### config.mk
export PLATFORM = sky130hd
export DESIGN_NAME = code_history
export DESIGN_NICKNAME = d
export VERILOG_FILES = /design/src/design/dsp_pkg.sv /design/src/design/code_history.sv
export SDC_FILE = /design/constraint.sdc
export NUM_CORES = 1
export LEC_CHECK = 0
export BUFFER_PORTS_ARGS = -buffer_cell sky130_fd_sc_hd__clkbuf_2
export CORE_AREA = 2 2 78 80
export CTS_CLUSTER_DIAMETER = 150
export DETAILED_ROUTE_END_ITERATION = 7
export DIE_AREA = 0 0 80 82
export MAX_ROUTING_LAYER = met4
export PLACE_DENSITY_LB_ADDON = 0.25
export RECOVER_POWER = 50
export SYNTH_ARGS = -nofsm -noshare
export SYNTH_HDL_FRONTEND = slang
export SYNTH_SLANG_ARGS = --single-unit
export TNS_END_PERCENT = 30
### constraint.sdc
create_clock -name clk -period 0.9 [get_ports clk]
set_input_delay 0.045 -clock clk [delete_from_list [all_inputs] [get_ports clk]]
set_output_delay 0.045 -clock clk [all_outputs]
set_load 0.1 [all_outputs]
### src/design/dsp_pkg.sv
`default_nettype none

package dsp_pkg;

    // Word geometry
    parameter int LANES    = 4;
    parameter int CODE_W   = 8;
    parameter int WEIGHT_W = 8;
    parameter int EST_W    = 18;
    parameter int ERR_W    = 19;
    parameter int MAX_TAPS = 4;
    parameter int SHIFT_W  = 4;

    // Lane 0 holds the earliest sample
    typedef logic signed [CODE_W-1:0] code_t;
    typedef code_t [LANES-1:0] code_word_t;

    typedef logic signed [EST_W-1:0] est_t;
    typedef est_t [LANES-1:0] est_word_t;

    typedef logic signed [ERR_W-1:0] err_t;

    // 1 is symbol +1, 0 is symbol -1
    typedef logic [LANES-1:0] bit_word_t;

    // Tap 0 weights the current sample
    typedef logic signed [WEIGHT_W-1:0] tap_t;
    typedef tap_t [MAX_TAPS-1:0] tap_set_t;

    typedef struct packed {
        bit_word_t bits;
    } slice_word_t;

    typedef struct packed {
        err_t [LANES-1:0] err;
        bit_word_t        bits;
    } error_word_t;

    typedef enum logic [1:0] {
        HYP_NONE      = 2'd0,
        HYP_FLIP_ONE  = 2'd1,
        HYP_FLIP_PAIR = 2'd2
    } err_pos_e;

    typedef err_pos_e [LANES-1:0] hyp_word_t;

endpackage

`default_nettype wire

### src/design/code_history.sv
`timescale 1ns/1ns
`default_nettype none

module code_history
    import dsp_pkg::*;
#(
    parameter int DEPTH = 3
) (
    input  logic             clk,
    input  logic             reset_i,
    input  code_word_t       codes_i,
    output code_word_t [1:0] window_o,
    output code_word_t       aligned_o
);

    code_word_t hist_q [DEPTH];

    // Entry 0 is the newest word
    always_ff @(posedge clk) begin
        if (reset_i) begin
            for (int i = 0; i < DEPTH; i++) begin
                hist_q[i] <= '0;
            end
        end else begin
            hist_q[0] <= codes_i;
            for (int i = 1; i < DEPTH; i++) begin
                hist_q[i] <= hist_q[i-1];
            end
        end
    end

    assign window_o[0] = hist_q[0];
    assign window_o[1] = hist_q[1];

    // Oldest entry lines up with the rebuilt codes
    assign aligned_o = hist_q[DEPTH-1];

    depth_check: assert property (@(posedge clk) DEPTH >= 2)
        else $error("code history needs at least two words, DEPTH=%0d", DEPTH);

endmodule

`default_nettype wire

==> results of run 1 <==
cells by family after synthesis:
| family | Yosys count | share of synthesized area [%] |
|---|---|---|
| AND/OR/NAND/NOR | 96 | 23.1 |
| flip-flops | 96 | 73.9 |
| buffers and inverters | 10 | 2.98 |
through the flow:
step / setup WS, ns / cell area, um^2
after floorplan: -0.287 / 2660
after global placement: 0.255 / 4800
after detailed placement: 0.184 / 4800
==> run metrics, run 1 <==
status=stopped before the end; Last stage=clock tree synthesis (4_1_cts); Error=[ERROR DPL-0033] detailed placement checks failed during check placement.; ys flop type=dfxtp_1; dominant cell type by area after synthesis=dfxtp_1; clk sink count=96; H-tree levels=3; Syn Area/Cell=approximately 13 um^2; synthesized area=about 2600 um^2; Placer Congestion=0.721; synth unique cells=5; syn nets=between 200 and 250; DP HPWL=about 4700 um; ranking of synthesized cells by area=dfxtp_1, nor2b_1, buf_6; cts bufs inserted=9; die width=~80 um; post-CTS setup buffer count=3; Post-synth EDFFs=0; row count=28; Mapped Cells=202; top cell type's share of synthesized area=73.9%; Async S/R FF share, synth=0%; Die Y=roughly 82 um; Ports=130; CTS Hold Bufs=32; post-CTS sizing=50; starting density of the core=between 40% and 50%; placed cells=approximately 400; YS warnings=0; clk root buf=clkbuf_8; flops & latches, synth=between 90 and 100; clk buf depth=2; Seq/Total Area, Yosys=roughly three quarters; Commonest cells post-synth=dfxtp_1, nor2b_1, buf_2; Port Buffers=approximately 130
==> run 2, diff against run 1 <==
--- a/config.mk
+++ b/config.mk
@@ -6,12 +6,10 @@
 export NUM_CORES = 1
 export LEC_CHECK = 0
 export BUFFER_PORTS_ARGS = -buffer_cell sky130_fd_sc_hd__clkbuf_2
-export CORE_AREA = 2 2 78 80
-export CTS_CLUSTER_DIAMETER = 150
+export CORE_AREA = 2 2 84 86
 export DETAILED_ROUTE_END_ITERATION = 7
-export DIE_AREA = 0 0 80 82
-export MAX_ROUTING_LAYER = met4
-export PLACE_DENSITY_LB_ADDON = 0.25
+export DIE_AREA = 0 0 86 88
+export PLACE_DENSITY_LB_ADDON = 0.15
 export RECOVER_POWER = 50
 export SYNTH_ARGS = -nofsm -noshare
 export SYNTH_HDL_FRONTEND = slang
==> run 2 against run 1 <==
Effect of this change: the flow now finishes, with violations (negative setup slack); synthesized area did not move; synthesized cell count did not move.
==> run metrics, run 2 <==
status=complete, but fails checks; failing checks=negative setup slack; dominant cell type by area after synthesis=dfxtp_1; launch point of the worst reg-to-reg path=hist_q[0][27]; Routed WL=6220 um; die footprint=between 7000 and 8000 um^2; Detailed Routing Iterations Pass 1=4; arrival time of the worst setup path=~0.92 ns; PD cells=roughly 1800 nW/um^2; Placer Congestion=0.689 (-4.4%); DP HPWL=4220 um (-11%); Static Leakage=2.22 nW; crit-path leading delay family=flip-flops; Largest register FFs=96; syn nets=236 (unchanged); total of max-cap violations=0; Post-synth EDFFs=0 (unchanged); Async S/R FF share, synth=0% (unchanged); slew margin rel.=between 80% and 90%; setup ws final=-0.0634 ns; Min-Delay Endpoint=hist_q[0][46]; Largest regs=hist_q: 96 flops; flops & latches, synth=96 (unchanged); antenna violations before repair=0; crit end category=output pin; mean number of vias per cell=just over 4; GRT met2 Usage=between 30 and 40%; Worst VDD drop=roughly 0.0013 V; RSZ-0062 raised after global routing=true; Max Clk Rate=1.04 GHz; commonest cells after routing, fill and taps aside=buf_12, nor2b_1, dfxtp_2, dlygate4sd3_1, clkbuf_2; post-placement worst setup slack=0.246 ns (+0.0623 ns); reg2reg end=hist_q[0][59]; synth unique cells=5 (unchanged); clk buf depth=2 (unchanged); number of fillers in the final layout=around 350; Crit path buffers/inverters=1; DR WL/cell=13.8 um; most common cell after layout, fill and taps aside=buf_12; # DRC=0; DRT antenna net count=0; ys flop type=dfxtp_1; worst r2r path cells=2; share of cells above drive strength 1=~65%; ant diodes=0; CP max-delay cell=dfxtp_1; Top reg by flops=hist_q; cts bufs inserted=9 (unchanged); met3 Usage GRT=between 8 and 9%; Worst Setup Start Kind=register; Seq/Total Area, Yosys=73.9% (unchanged); global-route wire length before repair=around 9700 um; critical path data required time=between 0.8 and 0.9 ns; Clk pin slew, worst setup/hold paths=around 0.090 ns; vias post-DR=between 1500 and 2000; largest net degree at the start of global routing=53; core region area=~6600 um^2; slowest cell delay on critical path=approximately 0.38 ns; Initial DRC Count=40; ranking of synthesized cells by area=dfxtp_1, nor2b_1, buf_6; CP Cell Sequence=buf_12; die width=86 um (+7.5%); top cell type's share of synthesized area=73.9% (unchanged); clk root buf=clkbuf_8; Hold Worst Slack=~0.14 ns; Syn Area/Cell=12.9 um^2 (unchanged); total gr overflow=0; Worst Setup SP=hist_q[0][10]; period utilization=107%; Mapped Cells=202 (unchanged); HP Class=in -> reg; critical path class=reg -> out; Commonest cells post-synth=dfxtp_1, nor2b_1, buf_2; CTS tree=yes; Final Hold Viols=0; Ports=130 (unchanged); Hold Path Stages=3; worst-margin pin slew=roughly 0.22 ns; GR Layer Usage met1=between 10% and 20%; Port Buffers=129 (unchanged); vias in the first global route=1923; H-tree levels=3 (unchanged); GRT Total Usage=roughly 17%; worst-path maximum fanout=2; minimum clock period=roughly 0.96 ns; Area growth syn-to-layout=107%; clk sink count=96 (unchanged); Skew-Pair Late Insertion Delay=0.36 ns; final setup vio count=96; row count=30 (+7.1%); starting density of the core=39.1% (-6.1 points); Final #Nets=401; final number of max-transition violations=0; Die Y=88 um (+7.3%); setup slack, reg-to-reg=roughly 0.19 ns; synthesized area=2600 um^2 (unchanged); skew final=0.00893 ns; YS warnings=0 (unchanged); busiest grt layer=met2; min-delay src=reset_i
[run 2: routing by layer]
metal,share of wire [%],routed length [um]
met4,2.3,143
met1,33,2070
met2,56,3470
met3,8.6,535
met5,0,0
[run 2: metrics by stage]
step | setup TNS [ns] | area (um^2) | utilization, % | instances | total power, mW
after global routing | -6.98 | 5370 | 80.8 | 452 | 9.84
after detailed placement | 0 | 4810 | 72.4 | 403 | 6.95
after floorplan | -7.34 | 2660 | - | 202 | 6.04
final | -3.02 | 5370 | 80.8 | 452 | 9.49
after global placement | 0 | 4810 | 72.4 | 403 | 6.92
after CTS | -4.73 | 5370 | 80.8 | 451 | 9.56
[run 2: worst max-delay path by stage]
stage,end,slack (ns),depth (start not counted)
final,window_o[10],-0.06,1
after global routing,window_o[2],-0.1,1
after CTS,window_o[47],-0.07,1
after detailed placement,hist_q[0][16],0.25,3
after global placement,hist_q[0][21],0.28,3
after floorplan,hist_q[0][80],-0.29,1
[run 2: kinds of logic (layout without fill, tap and decap cells)]
| logic type | Yosys count | count (layout) | synth area share, % |
|---|---|---|---|
| and+or+nand+nor | 96 | 96 | 23.1 |
| DFF | 96 | 96 | 73.9 |
| buffers and inverters | 10 | 180 | 2.98 |
[run 2: power breakdown]
part / switching, mW / total [mW] / internal [mW]
logic: 1.47 / 2.36 / 0.888
clock network: 1.43 / 2.52 / 1.08
registers: 0.163 / 4.62 / 4.45
total: 3.06 / 9.49 / 6.42
[run 2: final cells by class]
| class | instances | area [um^2] | share of cell area [%] |
|---|---|---|---|
| Timing Repair Buffer | 164 | 2450 | 45.7 |
| Sequential cell | 96 | 2040 | 38.0 |
| Multi-Input combinational cell | 96 | 601 | 11.2 |
| Clock buffer | 12 | 145 | 2.70 |
| Tap cell | 80 | 100 | 1.86 |
| Clock inverter | 4 | 30.0 | 0.559 |
[run 2: what timing repair did]
| action | 4_1_cts | 5_1_grt |
|---|---|---|
| buffers inserted | 0 | 1 |
| resized for setup | 48 | 0 |
| endpoints found under the setup margin | 96 | 96 |
| endpoints found under the hold margin | 32 | 0 |
| hold buffers | 32 | 0 |
| gates cloned | 0 | 0 |
No activity file was read; power rests on OpenSTA's default activity.
