===== config.mk =====
export PLATFORM = sky130hd
export DESIGN_NAME = ffe_slicer
export DESIGN_NICKNAME = d
export VERILOG_FILES = /design/src/design/dsp_pkg.sv /design/src/design/ffe_slicer.sv
export SDC_FILE = /design/constraint.sdc
export NUM_CORES = 2
export LEC_CHECK = 0
export BUFFER_PORTS_ARGS = -buffer_cell sky130_fd_sc_hd__clkbuf_2
export CAP_MARGIN = 25
export CELL_PAD_IN_SITES_DETAIL_PLACEMENT = 1
export CELL_PAD_IN_SITES_GLOBAL_PLACEMENT = 1
export CORE_MARGIN = 5
export CORE_UTILIZATION = 57
export DETAILED_ROUTE_END_ITERATION = 7
export PLACE_DENSITY_LB_ADDON = 0.1
export SETUP_SLACK_MARGIN = 0.5
export SLEW_MARGIN = 30
export SYNTH_ARGS = -nofsm -noshare
export SYNTH_HDL_FRONTEND = slang
export SYNTH_SLANG_ARGS = --single-unit

===== constraint.sdc =====
create_clock -name clk -period 18 [get_ports clk]
set_clock_uncertainty 0.1 [all_clocks]
set_input_delay 1.8 -clock clk [delete_from_list [all_inputs] [get_ports clk]]
set_output_delay 1.8 -clock clk [all_outputs]
set_load 0.005 [all_outputs]

===== src/design/dsp_pkg.sv =====
`default_nettype none

package dsp_pkg;

    // Word geometry
    parameter int LANES    = 4;
    parameter int CODE_W   = 8;
    parameter int WEIGHT_W = 8;
    parameter int EST_W    = 18;
    parameter int ERR_W    = 19;
    parameter int MAX_TAPS = 4;
    parameter int SHIFT_W  = 4;

    // Lane 0 holds the earliest sample
    typedef logic signed [CODE_W-1:0] code_t;
    typedef code_t [LANES-1:0] code_word_t;

    typedef logic signed [EST_W-1:0] est_t;
    typedef est_t [LANES-1:0] est_word_t;

    typedef logic signed [ERR_W-1:0] err_t;

    // 1 is symbol +1, 0 is symbol -1
    typedef logic [LANES-1:0] bit_word_t;

    // Tap 0 weights the current sample
    typedef logic signed [WEIGHT_W-1:0] tap_t;
    typedef tap_t [MAX_TAPS-1:0] tap_set_t;

    typedef struct packed {
        bit_word_t bits;
    } slice_word_t;

    typedef struct packed {
        err_t [LANES-1:0] err;
        bit_word_t        bits;
    } error_word_t;

    typedef enum logic [1:0] {
        HYP_NONE      = 2'd0,
        HYP_FLIP_ONE  = 2'd1,
        HYP_FLIP_PAIR = 2'd2
    } err_pos_e;

    typedef err_pos_e [LANES-1:0] hyp_word_t;

endpackage

`default_nettype wire


===== src/design/ffe_slicer.sv =====
`timescale 1ns/1ns
`default_nettype none

module ffe_slicer
    import dsp_pkg::*;
#(
    parameter int FFE_TAPS = 3
) (
    input  logic               clk,
    input  logic               reset_i,
    input  code_word_t [1:0]   window_i,
    input  tap_set_t           weights_i,
    input  logic [SHIFT_W-1:0] shift_i,
    output slice_word_t        slice_o
);

    code_t       serial [2*LANES];
    est_t        acc [LANES];
    est_t        est [LANES];
    bit_word_t   bits;
    logic        window_valid_q;
    slice_word_t slice_q;

    // Previous word first, then the newest
    always_comb begin
        for (int i = 0; i < LANES; i++) begin
            serial[i]         = window_i[1][i];
            serial[LANES + i] = window_i[0][i];
        end
    end

    // FIR over the serial stream, reaching back into the previous word
    always_comb begin
        for (int l = 0; l < LANES; l++) begin
            acc[l] = '0;
            for (int j = 0; j < MAX_TAPS; j++) begin
                if (j < FFE_TAPS) begin
                    acc[l] = acc[l] + est_t'(weights_i[j] * serial[LANES + l - j]);
                end
            end
            est[l]  = acc[l] >>> shift_i;
            // Slice at zero
            bits[l] = ~est[l][EST_W-1];
        end
    end

    // The first window after reset is still all history, so keep bits at 0 for it
    always_ff @(posedge clk) begin
        if (reset_i) begin
            window_valid_q <= 1'b0;
            slice_q        <= '0;
        end else begin
            window_valid_q <= 1'b1;
            if (window_valid_q) begin
                slice_q.bits <= bits;
            end
        end
    end

    assign slice_o = slice_q;

    shift_range: assert property (@(posedge clk) disable iff (reset_i)
        !$isunknown(shift_i) && int'(shift_i) <= 15)
        else $error("FFE shift out of range or unknown: %0d", shift_i);

endmodule

`default_nettype wire


# == Word level (Yosys, flattened, before mapping) ==
# Cells that the tools add are included.
# totals
regBits,5
inputBits,102
word_cells,31
# classes
n_addsub,8
n_mul,12
shift,4
mux,1
bitwise,4
# op_table
cell,count
$mul A8 B8 Y16,12
$add A17 B16 Y18,4
$sshr A18 B4 Y18,4
$add A16 B16 Y17,4
$not A1 Y1,4
$mux W1,1

# == Depth between registers and ports, before layout ==
# logic_depth
depth_word,5
depth_mapped,22
ltp_nobuf,21

# == Least setup slack after synthesis ==
# Ideal clock, no wire load.
# synth_timing
path_type,in2reg
start,input port weights_i[15] in the netlist's numbering
end,register slice_q (netlist bit slice_o[3])
arrival_ps,7362
slack_ps,10476
cell_stages,19
path_cell_list,clkbuf_1 > and2_1 > inv_1 > fa_1 > fa_1 > inv_1 > fa_1 > fa_1 > fa_1 > fa_1 > inv_1 > fa_1 > inv_1 > ha_1 > a21oi_1 > a211oi_1 > a2111o_1 > a2111o_1 > nand3_1
# synth_between
elab_chain_len,5
# synth_rtl
element,line_no,source
start: declaration,ffe_slicer.sv:12,"input tap_set_t weights_i,"
$mul A8 B8 Y16,ffe_slicer.sv:38,acc[l] = acc[l] + est_t'(weights_i[j] * serial[LANES + l - j]);
$add A16 B16 Y17,ffe_slicer.sv:38,
$add A17 B16 Y18,ffe_slicer.sv:38,
$sshr A18 B4 Y18,ffe_slicer.sv:41,est[l] = acc[l] >>> shift_i;
$not A1 Y1,ffe_slicer.sv:43,bits[l] = ~est[l][EST_W-1];
end: declaration,ffe_slicer.sv:22,slice_word_t slice_q;
# No other way between the ends.
# A chain may end at the register's enable or synchronous reset.

# == Worst setup path in the final report ==
# layout_timing
start,input port weights_i[23] in the netlist's numbering
end,register slice_q (netlist bit slice_o[1])
# layout_between
elab_chain_len,4
# layout_rtl
element,line_no
$mul A8 B8 Y16,ffe_slicer.sv:38
$add A17 B16 Y18,ffe_slicer.sv:38
$sshr A18 B4 Y18,ffe_slicer.sv:41
$not A1 Y1,ffe_slicer.sv:43
# No other way between the ends.

==> flow_summary.json <==
{
  "status": "finished clean",
  "die_y_um": 245,
  "dr.pass1.iters": 5,
  "wl_per_cell_um": 21.6,
  "synth-main-ff-cell": "dfxtp_1",
  "holdPathEnd": "slice_o[0]",
  "synth-edff-count": 0,
  "hold_viol": 0,
  "synthDistinctLibCells": 34,
  "cts_sinks": 5,
  "drc": 0,
  "ios": 106,
  "setup_tns_ns": 0,
  "synth_area_leaders": "fa_1 (59%), inv_1 (12%), ha_1 (11%)",
  "syn-instance-count": 3225,
  "syn_area_mm2": 0.0314,
  "hold_path_class": "flop to flop",
  "r2r_slack_ns": 16.64,
  "synth_fa_ha_area_share_pct": 70.5,
  "fin_crit_sh_pct": 51.1,
  "min_from": "slice_o[0]",
  "hpwl_mm": 66.6,
  "ant_nets": 0,
  "synth-seq-cells": 5,
  "chipWidth_um": 245,
  "antenna_found_initial": 3,
  "num_vias": 21000,
  "crit_chain": "clkbuf_2 > and2_1 > inv_1 > fa_1 > inv_1 > fa_1 > inv_1 > fa_1 > inv_1 > fa_1 > fa_1 > fa_1 > inv_1 > fa_1 > inv_1 > ha_1 > nand4_1 > a2111oi_0 > o41ai_4 > and4_1 > nor4_1",
  "maxCapViolCount": 0,
  "routed_wl_mm": 84.5,
  "seq_area_frac_synth_pct": 0.319,
  "synthMuxAreaShare_pct": 0,
  "crit_family": "adder cells",
  "grt_max_degree": 33,
  "place.gp.congestion": 0.895,
  "holdPathStages": 2,
  "rsz0062_at_grt": "no",
  "grt_pass1_vias": 25600,
  "synth_xor_area_share_pct": 1.58,
  "netlist.area_leader.share_pct": 59.5,
  "gr-usage-all-layers_pct": 29.9,
  "synth_top_family_by_area": "adder cells",
  "slowest_delay_ns": 0.73,
  "crit_buf_inv": 7,
  "numCtsBuffers": 3,
  "slowest_stage": "clkbuf_2",
  "setup.worst_path.start_class": "input port",
  "finalMaxSlewViolations": 0,
  "tightest_slew_ns": 1.08,
  "drive_above_1_share_pct": 3.16,
  "r2r-end": "slice_o[3]",
  "max_freq_mhz": 109,
  "vias_per_cell": 5.39,
  "initial_core_util_pct": 57.3,
  "end_kind": "flop",
  "synthToLayoutAreaGrowth_pct": 3.34,
  "async_flop_share_pct": 0,
  "dieArea_mm2": 0.0598,
  "cts.clk_slew.worst_paths_ns": 0.03,
  "grt_pass1_wl_mm": 140,
  "startpoint": "weights_i[23]",
  "crit_type": "input port to flop",
  "layout_commonest_cell": "inv_1",
  "cts_tree": "done",
  "nets": 4512,
  "cts-root-buf": "clkbuf_16",
  "clk_latency_ns": 0.23,
  "post-cts-setup-buffers": 0,
  "r2r_start": "window_valid_q",
  "synth_nets": 4535,
  "setup_viol": 0,
  "drt_iter0_markers": 1083,
  "gr-total-overflow": 0,
  "yosys.area_share.simple_pct": 13.3,
  "num_rows": 86,
  "port_buffers": 77,
  "coreArea_mm2": 0.0548,
  "cts.repair.resized": 0,
  "h-tree-depth": 1,
  "crit_arrival_ns": 9.24,
  "avgSynthCellArea_um2": 9.73,
  "yosys.area.top_type": "fa_1",
  "maxSlewHeadroom_pct": 28.2,
  "layout_common_cells": "inv_1 (983), fa_1 (932), and2_1 (396)",
  "timing.final.crit_period_ns": 9.20,
  "ctsHoldBuffers": 0,
  "cts_buffer_depth": 2,
  "r2r_cells": 4,
  "synth_compound_area_share_pct": 1.14,
  "worst_path_most_repeated_cell": "fa_1",
  "worstPathRequired_ns": 18.04,
  "crit_fanout": 32,
  "yosysWarnings": 0
}
## layer usage
layer | routed length, um | GRT usage, % | vias up
met3 | 5400 | 3.71 | 84
met4 | 1520 | 4.11 | 0
li1 | - | - | 8970
met5 | 0 | 0 | -
met2 | 40100 | 48.9 | 640
met1 | 37600 | 45.0 | 11400
## registers in the layout (all words and copies together) (netlist names)
signal and count:
slice_o 4, window_valid_q 1
## synthesized netlist by cell type (11+ instances only)
cell        n
inv_1     983
fa_1      932
and2_1    396
nand2_1   281
ha_1      276
clkbuf_1  123
nor2_1     76
xnor2_1    36
nand2b_1   20
a21oi_1    17
o21ai_0    13
nand4_1    11
## metrics by stage
step | area, um^2 | instances | hold slack [ns] | utilization (%) | setup WS, ns
detailed placement | 32300 | 3901 | 0.388 | 59.0 | 8.76
global placement | 32300 | 3901 | 0.371 | 59.0 | 8.96
finish | 32400 | 3906 | 0.384 | 59.2 | 8.80
CTS | 32400 | 3905 | 0.393 | 59.2 | 9.02
global route | 32400 | 3906 | 0.420 | 59.2 | 8.38
floorplan | 31400 | 3225 | 0.370 | - | 10.48
## how the worst max path moves through the flow
stage                            end  cells past startpoint
final                     slice_o[1]                     21
after global routing      slice_o[1]                     21
after CTS                 slice_o[1]                     21
after detailed placement  slice_o[1]                     21
after global placement    slice_o[1]                     19
after floorplan           slice_o[3]                     19
## worst min-delay path, stage by stage (launching register included)
cell and delay, ns:
dfxtp_1 0.30, nor2_1 0.08, nor4_1 0.05
## area by class of cell
class | count | area, um^2
fillers | 6181 | 22300
diodes | 1 | 2.50
repair buffers | 96 | 533
multi-input cells | 2112 | 27100
inverters | 984 | 3690
flip-flops and latches | 5 | 100
clock buffers | 4 | 78.8
well taps | 704 | 881
## kinds of logic after synthesis
group | count (synthesis)
adder cells (fa/ha/maj) | 1208
XOR/XNOR | 44
AND/OR/NAND/NOR | 806
AO/OA/AOI/OAI | 54
flip-flops | 5
buffers and inverters | 1108
Power is not shown: default switching activity piles up to over one toggle a cycle in this logic, so the estimate is an artifact.
